<file path="src/source/rf_config.svh">
//------------------------------------------------------------
// Register-file subsystem configuration
// Array geometry, AXI4-Lite address map and power-gate timing
//------------------------------------------------------------

`ifndef RF_CONFIG_SVH
`define RF_CONFIG_SVH

// Array geometry
`define RF_DEPTH     64
`define RF_AW        6
`define RF_DW        27

// AXI4-Lite byte address width and register map
`define AXI_AW       12
`define CTRL_ADDR    12'h100
`define STAT_ADDR    12'h104

// Cycles for the power-enable chain to settle
`define RF_PG_DELAY  4

`endif

</file>
<file path="src/source/rf_pkg.sv">
//------------------------------------------------------------
// Register-file subsystem package
// Entry address and payload types, AXI response codes and the
// power-gating state encoding
//------------------------------------------------------------

`include "rf_config.svh"

package rf_pkg;

    // Entry index and payload of the array
    typedef logic [`RF_AW-1:0] rf_addr_t;
    typedef logic [`RF_DW-1:0] rf_data_t;

    // AXI4-Lite response codes, only OKAY and SLVERR are ever returned
    typedef enum logic [1:0] {
        RESP_OKAY   = 2'b00,
        RESP_SLVERR = 2'b10
    } axi_resp_t;

    // Power state of the array
    // GOING_OFF and WAKING are the settle windows of the enable chain
    typedef enum logic [1:0] {
        PG_ON        = 2'd0,
        PG_GOING_OFF = 2'd1,
        PG_OFF       = 2'd2,
        PG_WAKING    = 2'd3
    } pg_state_t;

endpackage

</file>
<file path="src/source/rf_port_if.sv">
//------------------------------------------------------------
// Register-file port bundle
// One write port and one read port with a registered read
//------------------------------------------------------------

`timescale 1ns/1ps

interface rf_port_if;

    import rf_pkg::*;

    // Write port, the write takes effect at the clock edge
    logic     we;
    rf_addr_t waddr;
    rf_data_t wdata;

    // Read port, rdata is valid one cycle after re
    logic     re;
    rf_addr_t raddr;
    rf_data_t rdata;

    // Side that issues accesses
    modport requester (
        output we, waddr, wdata, re, raddr,
        input  rdata
    );

    // Side that stores the entries and returns read data
    modport responder (
        input  we, waddr, wdata, re, raddr,
        output rdata
    );

endinterface

</file>
<file path="src/source/rf_reset_sync.sv">
//------------------------------------------------------------
// Reset synchronizer with scan bypass
// Asserts asynchronously and releases on the second clk edge
//------------------------------------------------------------

`timescale 1ns/1ps

module rf_reset_sync (
     input  logic clk
    ,input  logic arst_n
    ,input  logic scan_rstbypen
    ,input  logic scan_byprst_b
    ,output logic rst_n_sync
);

    // Two-stage shift chain, a one enters after reset is released
    logic [1:0] sync_q;

    always_ff @(posedge clk or negedge arst_n) begin
        if (!arst_n) begin
            sync_q <= 2'b00;
        end else begin
            sync_q <= {sync_q[0], 1'b1};
        end
    end

    // In scan mode the tester drives the reset directly
    assign rst_n_sync = scan_rstbypen ? scan_byprst_b : sync_q[1];

endmodule

</file>
<file path="src/source/rf_array_2p.sv">
//------------------------------------------------------------
// Behavioral two-port register array
// Per-entry valid bits model the loss of contents on power-off
//------------------------------------------------------------

`timescale 1ns/1ps

`include "rf_config.svh"

module rf_array_2p (
     input  logic clk
    ,input  logic rst_n
    ,input  logic pwr_off
    ,rf_port_if.responder port
);

    import rf_pkg::*;

    // Entry storage qualified by the valid bits
    rf_data_t mem [`RF_DEPTH];

    // One bit per entry, set by a write and lost with power
    logic [`RF_DEPTH-1:0] valid_q;

    always_ff @(posedge clk or negedge rst_n) begin
        if (!rst_n) begin
            valid_q <= '0;
        end else if (pwr_off) begin
            // Every entry is gone while the array has no supply
            valid_q <= '0;
        end else if (port.we) begin
            valid_q[port.waddr] <= 1'b1;
        end
    end

    always_ff @(posedge clk) begin
        if (port.we) begin
            mem[port.waddr] <= port.wdata;
        end
    end

    // Registered read where an entry not written since power-up reads zero
    always_ff @(posedge clk) begin
        if (port.re) begin
            port.rdata <= valid_q[port.raddr] ? mem[port.raddr] : '0;
        end
    end

endmodule

</file>
<file path="src/source/rf_pwr_gate.sv">
//------------------------------------------------------------
// Power-gate control for the register array
// Delays the enable chain and derives the isolation state
//------------------------------------------------------------

`timescale 1ns/1ps

`include "rf_config.svh"

module rf_pwr_gate (
     input  logic clk
    ,input  logic rst_n
    ,input  logic pwr_enable_b_in
    ,input  logic isol_en
    ,output logic pwr_enable_b_out
    ,output logic pwr_off
    ,output logic isolate
);

    import rf_pkg::*;

    localparam int CNT_W = $clog2(`RF_PG_DELAY);

    // Loaded on the edge that sees the request, so the chain output
    // moves RF_PG_DELAY edges after the input changed
    localparam logic [CNT_W-1:0] SETTLE = CNT_W'(`RF_PG_DELAY - 2);

    pg_state_t        state_q;
    logic [CNT_W-1:0] cnt_q;

    always_ff @(posedge clk or negedge rst_n) begin
        if (!rst_n) begin
            state_q <= PG_ON;
            cnt_q   <= '0;
        end else begin
            case (state_q)
                PG_ON: begin
                    if (pwr_enable_b_in) begin
                        state_q <= PG_GOING_OFF;
                        cnt_q   <= SETTLE;
                    end
                end
                PG_GOING_OFF: begin
                    // A withdrawn request aborts before the chain moves
                    if (!pwr_enable_b_in) begin
                        state_q <= PG_ON;
                    end else if (cnt_q == '0) begin
                        state_q <= PG_OFF;
                    end else begin
                        cnt_q <= cnt_q - 1'b1;
                    end
                end
                PG_OFF: begin
                    if (!pwr_enable_b_in) begin
                        state_q <= PG_WAKING;
                        cnt_q   <= SETTLE;
                    end
                end
                default: begin
                    // PG_WAKING
                    if (pwr_enable_b_in) begin
                        state_q <= PG_OFF;
                    end else if (cnt_q == '0) begin
                        state_q <= PG_ON;
                    end else begin
                        cnt_q <= cnt_q - 1'b1;
                    end
                end
            endcase
        end
    end

    // The chain reports off from the end of the power-down settle
    // until the end of the wake-up settle
    assign pwr_enable_b_out = (state_q == PG_OFF) || (state_q == PG_WAKING);
    assign pwr_off          = (state_q == PG_OFF);

    // Outputs are clamped through any transition, not only when asked
    assign isolate = isol_en || (state_q != PG_ON);

endmodule

</file>
<file path="src/source/rf_pg_64x27.sv">
//------------------------------------------------------------
// Power-gated 64x27 two-port register file
// Reset sync, power gate and array, with access blocking and
// read data clamping while isolated
//------------------------------------------------------------

`timescale 1ns/1ps

module rf_pg_64x27 (
     input  logic clk
    ,input  logic arst_n
    ,input  logic scan_rstbypen
    ,input  logic scan_byprst_b

    // Power management
    ,input  logic pwr_enable_b_in
    ,input  logic isol_en
    ,output logic pwr_enable_b_out

    ,rf_port_if.responder port
);

    logic rst_n_sync;
    logic pwr_off;
    logic isolate;

    // Array side of the isolation boundary
    rf_port_if arr_if ();

    rf_reset_sync u_reset_sync (
         .clk           (clk)
        ,.arst_n        (arst_n)
        ,.scan_rstbypen (scan_rstbypen)
        ,.scan_byprst_b (scan_byprst_b)
        ,.rst_n_sync    (rst_n_sync)
    );

    rf_pwr_gate u_pwr_gate (
         .clk              (clk)
        ,.rst_n            (rst_n_sync)
        ,.pwr_enable_b_in  (pwr_enable_b_in)
        ,.isol_en          (isol_en)
        ,.pwr_enable_b_out (pwr_enable_b_out)
        ,.pwr_off          (pwr_off)
        ,.isolate          (isolate)
    );

    //------------------------------------------------------------
    // Isolation cells

    // Enables are blocked so a gated array sees no accesses
    assign arr_if.we    = port.we && !isolate;
    assign arr_if.waddr = port.waddr;
    assign arr_if.wdata = port.wdata;
    assign arr_if.re    = port.re && !isolate;
    assign arr_if.raddr = port.raddr;

    // Floating array outputs are clamped low
    assign port.rdata = isolate ? '0 : arr_if.rdata;

    rf_array_2p u_array (
         .clk     (clk)
        ,.rst_n   (rst_n_sync)
        ,.pwr_off (pwr_off)
        ,.port    (arr_if.responder)
    );

endmodule

</file>
<file path="src/source/rf_axil_bridge.sv">
//------------------------------------------------------------
// AXI4-Lite slave for the register-file subsystem
// Maps the array entries and the power control and status
// registers, one transaction per channel in flight
//------------------------------------------------------------

`timescale 1ns/1ps

`include "rf_config.svh"

module rf_axil_bridge (
     input  logic                 clk
    ,input  logic                 arst_n

    // Write address and data
    ,input  logic                 awvalid
    ,output logic                 awready
    ,input  logic [`AXI_AW-1:0]   awaddr
    ,input  logic                 wvalid
    ,output logic                 wready
    ,input  logic [31:0]          wdata
    ,input  logic [3:0]           wstrb

    // Write response
    ,output logic                 bvalid
    ,input  logic                 bready
    ,output rf_pkg::axi_resp_t    bresp

    // Read address and data
    ,input  logic                 arvalid
    ,output logic                 arready
    ,input  logic [`AXI_AW-1:0]   araddr
    ,output logic                 rvalid
    ,input  logic                 rready
    ,output logic [31:0]          rdata
    ,output rf_pkg::axi_resp_t    rresp

    // Power management of the array
    ,output logic                 pwr_enable_b_in
    ,output logic                 isol_en
    ,input  logic                 pwr_enable_b_out

    ,rf_port_if.requester         rf
);

    import rf_pkg::*;

    // Readies stay low until the first edge after reset
    logic live_q;

    // Control register, bit0 requests power-off and bit1 isolates
    logic [1:0] ctrl_q;

    // Entry accesses are refused while the array is not fully usable
    // This includes the settle window after a power-off request
    logic pg_block;

    assign pwr_enable_b_in = ctrl_q[0];
    assign isol_en         = ctrl_q[1];
    assign pg_block        = ctrl_q[0] || ctrl_q[1] || pwr_enable_b_out;

    //------------------------------------------------------------
    // Write channel

    logic               aw_full;
    logic               w_full;
    logic [`AXI_AW-1:0] aw_addr_q;
    logic [31:0]        w_data_q;
    logic               wr_go;
    logic               wr_is_entry;
    logic               wr_is_ctrl;
    logic               wr_err;

    // AW and W are taken independently, wstrb is ignored since every
    // write is a full word
    assign awready = live_q && !aw_full && !bvalid;
    assign wready  = live_q && !w_full && !bvalid;

    // Both halves are held, the write retires on the next edge
    assign wr_go = aw_full && w_full;

    // Entries sit below 0x100, one word each
    assign wr_is_entry = (aw_addr_q[`AXI_AW-1:`RF_AW+2] == '0);
    assign wr_is_ctrl  = (aw_addr_q == `CTRL_ADDR);
    assign wr_err      = wr_is_entry ? pg_block : !wr_is_ctrl;

    assign rf.we    = wr_go && wr_is_entry && !pg_block;
    assign rf.waddr = aw_addr_q[`RF_AW+1:2];
    assign rf.wdata = w_data_q[`RF_DW-1:0];

    always_ff @(posedge clk or negedge arst_n) begin
        if (!arst_n) begin
            live_q  <= 1'b0;
            aw_full <= 1'b0;
            w_full  <= 1'b0;
            bvalid  <= 1'b0;
            ctrl_q  <= '0;
        end else begin
            live_q <= 1'b1;
            if (awvalid && awready) begin
                aw_full <= 1'b1;
            end
            if (wvalid && wready) begin
                w_full <= 1'b1;
            end
            if (wr_go) begin
                aw_full <= 1'b0;
                w_full  <= 1'b0;
                bvalid  <= 1'b1;
                if (wr_is_ctrl) begin
                    ctrl_q <= w_data_q[1:0];
                end
            end else if (bready) begin
                bvalid <= 1'b0;
            end
        end
    end

    always_ff @(posedge clk) begin
        if (awvalid && awready) begin
            aw_addr_q <= awaddr;
        end
        if (wvalid && wready) begin
            w_data_q <= wdata;
        end
        if (wr_go) begin
            bresp <= wr_err ? RESP_SLVERR : RESP_OKAY;
        end
    end

    //------------------------------------------------------------
    // Read channel

    // rd_s1 issues the array read, rd_s2 waits for registered data
    logic               rd_s1;
    logic               rd_s2;
    logic [`AXI_AW-1:0] ar_addr_q;
    logic               rd_blk_q;
    logic               rd_is_entry;
    logic [31:0]        rd_word;
    axi_resp_t          rd_resp;

    assign arready     = live_q && !(rd_s1 || rd_s2 || rvalid);
    assign rd_is_entry = (ar_addr_q[`AXI_AW-1:`RF_AW+2] == '0);

    assign rf.re    = rd_s1 && rd_is_entry && !pg_block;
    assign rf.raddr = ar_addr_q[`RF_AW+1:2];

    // Response word chosen when the array data arrives
    always_comb begin
        rd_word = '0;
        rd_resp = RESP_OKAY;
        if (rd_is_entry) begin
            if (rd_blk_q) begin
                rd_resp = RESP_SLVERR;
            end else begin
                rd_word = 32'(rf.rdata);
            end
        end else if (ar_addr_q == `CTRL_ADDR) begin
            rd_word = 32'(ctrl_q);
        end else if (ar_addr_q == `STAT_ADDR) begin
            rd_word = 32'(pwr_enable_b_out);
        end else begin
            rd_resp = RESP_SLVERR;
        end
    end

    always_ff @(posedge clk or negedge arst_n) begin
        if (!arst_n) begin
            rd_s1  <= 1'b0;
            rd_s2  <= 1'b0;
            rvalid <= 1'b0;
        end else begin
            rd_s1 <= arvalid && arready;
            rd_s2 <= rd_s1;
            if (rd_s2) begin
                rvalid <= 1'b1;
            end else if (rready) begin
                rvalid <= 1'b0;
            end
        end
    end

    always_ff @(posedge clk) begin
        if (arvalid && arready) begin
            ar_addr_q <= araddr;
        end
        // Blocking is judged when the read is issued to the array
        if (rd_s1) begin
            rd_blk_q <= pg_block;
        end
        if (rd_s2) begin
            rdata <= rd_word;
            rresp <= rd_resp;
        end
    end

endmodule

</file>
<file path="src/source/rf_subsys_top.sv">
//------------------------------------------------------------
// Register-file subsystem top level
// AXI4-Lite bridge in front of the power-gated register file
//------------------------------------------------------------

`timescale 1ns/1ps

`include "rf_config.svh"

module rf_subsys_top (
     input  logic                 clk
    ,input  logic                 arst_n
    ,input  logic                 scan_rstbypen
    ,input  logic                 scan_byprst_b

    ,input  logic                 awvalid
    ,output logic                 awready
    ,input  logic [`AXI_AW-1:0]   awaddr
    ,input  logic                 wvalid
    ,output logic                 wready
    ,input  logic [31:0]          wdata
    ,input  logic [3:0]           wstrb
    ,output logic                 bvalid
    ,input  logic                 bready
    ,output rf_pkg::axi_resp_t    bresp

    ,input  logic                 arvalid
    ,output logic                 arready
    ,input  logic [`AXI_AW-1:0]   araddr
    ,output logic                 rvalid
    ,input  logic                 rready
    ,output logic [31:0]          rdata
    ,output rf_pkg::axi_resp_t    rresp

    ,output logic                 pwr_enable_b_out
);

    // Power chain between the control register and the array
    logic pwr_enable_b_in;
    logic isol_en;

    rf_port_if rf_if ();

    rf_axil_bridge u_bridge (
         .clk              (clk)
        ,.arst_n           (arst_n)
        ,.awvalid          (awvalid)
        ,.awready          (awready)
        ,.awaddr           (awaddr)
        ,.wvalid           (wvalid)
        ,.wready           (wready)
        ,.wdata            (wdata)
        ,.wstrb            (wstrb)
        ,.bvalid           (bvalid)
        ,.bready           (bready)
        ,.bresp            (bresp)
        ,.arvalid          (arvalid)
        ,.arready          (arready)
        ,.araddr           (araddr)
        ,.rvalid           (rvalid)
        ,.rready           (rready)
        ,.rdata            (rdata)
        ,.rresp            (rresp)
        ,.pwr_enable_b_in  (pwr_enable_b_in)
        ,.isol_en          (isol_en)
        ,.pwr_enable_b_out (pwr_enable_b_out)
        ,.rf               (rf_if.requester)
    );

    rf_pg_64x27 u_rf (
         .clk              (clk)
        ,.arst_n           (arst_n)
        ,.scan_rstbypen    (scan_rstbypen)
        ,.scan_byprst_b    (scan_byprst_b)
        ,.pwr_enable_b_in  (pwr_enable_b_in)
        ,.isol_en          (isol_en)
        ,.pwr_enable_b_out (pwr_enable_b_out)
        ,.port             (rf_if.responder)
    );

endmodule

</file>
<file path="config.mk">
export PLATFORM = sky130hd
export DESIGN_NAME = rf_subsys_top
export DESIGN_NICKNAME = d
export VERILOG_FILES = /design/src/source/rf_pkg.sv /design/src/source/rf_port_if.sv /design/src/source/rf_reset_sync.sv /design/src/source/rf_array_2p.sv /design/src/source/rf_pwr_gate.sv /design/src/source/rf_pg_64x27.sv /design/src/source/rf_axil_bridge.sv /design/src/source/rf_subsys_top.sv
export VERILOG_INCLUDE_DIRS = /design/src /design/src/source
export SDC_FILE = /design/constraint.sdc
export NUM_CORES = 2
export LEC_CHECK = 0
export BUFFER_PORTS_ARGS = -buffer_cell sky130_fd_sc_hd__buf_2
export CAP_MARGIN = 15
export CELL_PAD_IN_SITES_DETAIL_PLACEMENT = 2
export CELL_PAD_IN_SITES_GLOBAL_PLACEMENT = 2
export CORE_ASPECT_RATIO = 1.75
export CORE_MARGIN = 1.5
export CORE_UTILIZATION = 54
export DETAILED_ROUTE_END_ITERATION = 12
export PLACE_DENSITY_LB_ADDON = 0.1
export RECOVER_POWER = 100
export SLEW_MARGIN = 20
export SYNTH_ARGS = -nofsm -noshare
export SYNTH_HDL_FRONTEND = slang
export SYNTH_SLANG_ARGS = --single-unit
</file>
<file path="constraint.sdc">
create_clock -name clk -period 3.8 [get_ports clk]
set_input_delay 0 -clock clk [delete_from_list [all_inputs] [get_ports clk]]
set_output_delay 0 -clock clk [all_outputs]
set_load 0.01 [all_outputs]
</file>
==> results.sh, run 1 <==
export IMPL_outcome="aborted with a tool error"
export IMPL_stop_stage="3_5_place_dp"
export IMPL_error_line="[ERROR DPL-0033] detailed placement checks failed during check placement."
export IMPL_die_h_um=489
export IMPL_synth_area_per_cell_sq_um=22.1
export IMPL_die_w_um=281
export IMPL_synth_enable_flop_cells=1836
export IMPL_port_buffers=94
export IMPL_synthesis_area_sq_um=72900
export IMPL_synth_area_leader_cell="edfxtp_1"
export IMPL_ys_seq_area_share_pct=78.3
export IMPL_synth_top_family_by_area="multiplexers"
export IMPL_synth_area_leaders="edfxtp_1 (76%), mux4_2 (14%), dfrtp_1 (2.7%), mux2i_1 (0.80%), a22oi_1 (0.78%)"
export IMPL_gp_routability_congestion=0.855
export IMPL_synth_compound_area_share_pct=3.13
export IMPL_std_cell_rows=178
export IMPL_place_hpwl_um=165000
export IMPL_synthMuxAreaShare_pct=14.8
export IMPL_synth_adder_area_share_pct=0.0172
export IMPL_synth_xor_area_share_pct=0.0120
export IMPL_ys_seq_elements=1914
export IMPL_start_util_pct=54.3
export IMPL_synth_cell_types=60
export IMPL_yosys_area_share_simple_pct=2.25
export IMPL_synth_flop_cell="edfxtp_1"
export IMPL_yosys_area_top_type_share_pct=75.6
export IMPL_yosys_warnings=0
export IMPL_postSynthCellCount=3300
export IMPL_io_pins=111
export IMPL_synth_async_reset_ratio_pct=4.08
## metrics by stage
stage                   setup TNS [ps]  std cells  cell area (sq um)  hold WS [ps]
after floorplan                      0       3306              72900          -296
after global placement            -100       5300              78200          -131
## logic make-up after synthesis
family,Yosys count
other,2
DFF,1914
and+or+nand+nor,352
buffers and inverters,192
xor gates and xnor gates,1
muxes,517
AOI/OAI and AO/OA,321
adders and majority gates,1
## synthesized netlist by cell type (7+ instances only)
cell type,number
a211oi_1,8
a21oi_1,48
a221oi_1,26
a22o_1,7
a22oi_1,76
a31oi_1,11
and2_1,31
buf_2,70
buf_4,55
buf_6,9
clkbuf_1,44
dfrtp_1,78
edfxtp_1,1836
inv_1,10
mux2_2,13
mux2i_1,58
mux4_2,446
nand2_1,86
nand3_1,24
nor2_1,130
nor2b_1,10
nor3_1,25
nor4_1,9
o211ai_1,8
o21a_1,64
o21ai_0,33
o22ai_1,7
==> inputs of run 2 (changes only) <==
CELL_PAD_IN_SITES_DETAIL_PLACEMENT = default   (was 2)
CELL_PAD_IN_SITES_GLOBAL_PLACEMENT = default   (was 2)
CORE_ASPECT_RATIO = default   (was 1.75)
CORE_UTILIZATION = 40   (was 54)
PLACE_DENSITY_LB_ADDON = 0.15   (was 0.1)
==> run 2 against run 1 <==
  * The flow now finishes, with violations (max-capacitance violations, max-slew violations)
  * Synthesized cell count unchanged
  * Synthesized area unchanged
==> results.sh, run 2 <==
export IMPL_p_sw_share_pct=22.5
export IMPL_die_h_um=430
export IMPL_vias=37000
export IMPL_numCtsBuffers=196
export IMPL_ys_seq_area_share_pct=78.3
export IMPL_final_antenna_net_count=0
export IMPL_yosysMostFrequentCell="edfxtp_1"
export IMPL_top_usage_layer="met2"
export IMPL_yosys_warnings=0
export IMPL_dp_cells=5908
export IMPL_overflow=0
export IMPL_cts_tree="done"
export IMPL_use_met1_pct=33.0
export IMPL_cts_setup_buffers=0
export IMPL_tns_ps=0
export IMPL_arrival_ps=4110
export IMPL_routed_wl_um=217000
export IMPL_switchingPower_mw=10.0
export IMPL_p_seq_share_pct=53.5
export IMPL_post_dp_cell_area_sq_um=79300
export IMPL_fin_cells=6377
export IMPL_synthesis_area_sq_um=72900
export IMPL_io_pins=111
export IMPL_cts_root_buf="clkbuf_16"
export IMPL_cts_path_max_buffers=3
export IMPL_die_area_sq_um=185000
export IMPL_nNetsFinal=3922
export IMPL_largest_reg_flops=1728
export IMPL_std_cell_rows=156
export IMPL_power_density_nw_per_um2=522
export IMPL_track_usage_pct=23.4
export IMPL_drt_pass1_iterations=5
export IMPL_critPathCaptureType="register"
export IMPL_synth_area_leader_cell="edfxtp_1"
export IMPL_clk_latency_ps=840
export IMPL_final_util_pct=47.1
export IMPL_final_area_sq_um=85200
export IMPL_layout_common_cells="edfxtp_1 (1836), mux4_2 (446), clkbuf_16 (198)"
export IMPL_leakage_nw=27.3
export IMPL_comb_power_share_pct=6.0
export IMPL_max_slew_margin_pct=-122
export IMPL_synth_area_per_cell_sq_um=22.1
export IMPL_grt_max_degree=66
export IMPL_grt_pass1_vias=37100
export IMPL_rsz0062_at_grt="no"
export IMPL_grt_pass1_wl_um=300000
export IMPL_synth_async_reset_ratio_pct=4.08
export IMPL_areaGrowthSynthToFinish_pct=16.9
export IMPL_port_buffers=94
export IMPL_clock_fmax_ghz=0.284
export IMPL_violations="max-capacitance violations, max-slew violations"
export IMPL_clock_skew_ps=33.1
export IMPL_outcome="finished with violations"
export IMPL_ys_seq_elements=1914
export IMPL_worstMarginPinSlew_ps=3330
export IMPL_gp_routability_congestion=0.805
export IMPL_drv_slew=1453
export IMPL_synth_enable_flop_cells=1836
export IMPL_synth_commonest_cells="edfxtp_1 (1836), mux4_2 (446), nor2_1 (130)"
export IMPL_p_clk_share_pct=40.5
export IMPL_h_tree_depth=4
export IMPL_worstSetupPathType="register to register"
export IMPL_via_per_inst=5.80
export IMPL_yosys_area_top_type_share_pct=75.6
export IMPL_worstPathRequired_ps=4380
export IMPL_synth_area_leaders="edfxtp_1 (76%), mux4_2 (14%), dfrtp_1 (2.7%), mux2i_1 (0.80%), a22oi_1 (0.78%)"
export IMPL_peakVddDrop_mv=0.434
export IMPL_critPathLaunchType="register"
export IMPL_antenna_found_initial=7
export IMPL_finalCritPeriodShare_pct=92.7
export IMPL_start_util_pct=40.3
export IMPL_clkSinkCount=1914
export IMPL_drive_above_1_share_pct=27.4
export IMPL_grtUsageMet3_pct=3.54
export IMPL_use_met2_pct=38.0
export IMPL_routedWlPerCell_um=34.0
export IMPL_hold_class="input port to asynchronous set/reset pin"
export IMPL_first_iter_violations=3722
export IMPL_path_cells="clkbuf_1, mux4_2, o21ai_0, o211ai_1, a32oi_2, buf_4, and4b_1"
export IMPL_die_w_um=430
export IMPL_finalSetupViolCount=0
export IMPL_max_cap_violations=29
export IMPL_final_common_cell="edfxtp_1"
export IMPL_path_max_fanout=13
export IMPL_synth_flop_cell="edfxtp_1"
export IMPL_rr_worst_depth=7
export IMPL_intPower_mw=34.5
export IMPL_finalPower_mw=44.5
export IMPL_top_register="u_rf.u_array.mem"
export IMPL_crit_path_top_delay_cell="edfxtp_1"
export IMPL_top_regs="u_rf.u_array.mem (1728), u_rf.u_array.valid_q (64)"
export IMPL_synth_cell_types=60
export IMPL_clk_pin_slew_ps=60
export IMPL_core_area_sq_um=181000
export IMPL_postSynthCellCount=3300
export IMPL_place_hpwl_um=131000
export IMPL_drcViolationCount=0
export IMPL_hold_viol_final=0
export IMPL_fin_crit_ps=3520
export IMPL_slowest_delay_ps=650
run 2: cell counts after synthesis:
No cell type changed its count.
run 2: path summary, 6_finish.rpt:
kind	startpoint	end	slack, ps
min	arst_n	u_rf.u_reset_sync.sync_q[1]	210
max reg2reg	u_bridge.ar_addr_q[3]	u_rf.u_array.port.rdata[14]	280
min in group clk	wdata[22]	u_bridge.w_data_q[22]	400
min reg2reg	u_rf.u_reset_sync.sync_q[0]	u_rf.u_reset_sync.sync_q[1]	420
max	u_bridge.ar_addr_q[3]	u_rf.u_array.port.rdata[14]	280
max in group asynchronous	scan_rstbypen	u_rf.u_array.valid_q[25]	590
run 2: through the flow:
stage	hold slack (ps)	worst slack (ps)
3_5_place_dp	-122	301
2_1_floorplan	-296	569
3_3_place_gp	-123	327
4_1_cts	152	291
6_report	208	277
5_1_grt	283	141
run 2: metal layers:
layer,share of wire [%],vias to the layer above
met1,42,20400
met2,49,1332
met4,2.9,4
li1,-,15000
met5,0.011,-
met3,6.2,253
run 2: power by group through the flow:
stage	Combinational [mW]	Sequential [mW]	Clock, mW
4_1_cts	2.74	23.7	18.3
5_1_grt	2.79	23.8	19.1
6_report	2.65	23.8	18.0
3_3_place_gp	2.61	24.2	0
3_5_place_dp	2.64	24.2	0
2_1_floorplan	1.01	24.4	0
run 2: timing repair:
| action | CTS | global route |
|---|---|---|
| endpoints found under the hold margin | 155 | 0 |
| resized for setup | 0 | 0 |
| hold buffers | 116 | 0 |
run 2: final cells by class:
type | instances | area, sq um
fillers | 15000 | 95700
flip-flops and latches | 1914 | 57100
multi-input cells | 1200 | 15000
clock buffers | 263 | 5260
repair buffers | 528 | 4260
well taps | 2370 | 2970
clock inverters | 88 | 667
inverters | 12 | 46.3
diodes | 2 | 5.00
run 2: critical path: cells and delay by family, from the launching register on:
| kind | cells | cell delay (ps) |
|---|---|---|
| DFF | 1 | 650 |
| and+or+nand+nor | 1 | 220 |
| muxes | 1 | 560 |
| AOI/OAI and AO/OA | 3 | 1260 |
| buffers and inverters | 2 | 550 |
run 2: cells by family after synthesis:
group                      Yosys count  share of synthesized area [%]
other                                2                         0.0103
adders and majority gates            1                         0.0172
muxes                              517                           14.8
and+or+nand+nor                    352                           2.25
buffers and inverters              192                           1.48
AOI/OAI and AO/OA                  321                           3.13
xor gates and xnor gates             1                         0.0120
DFF                               1914                           78.3
Note: power is estimated with default switching activity, not from simulation.
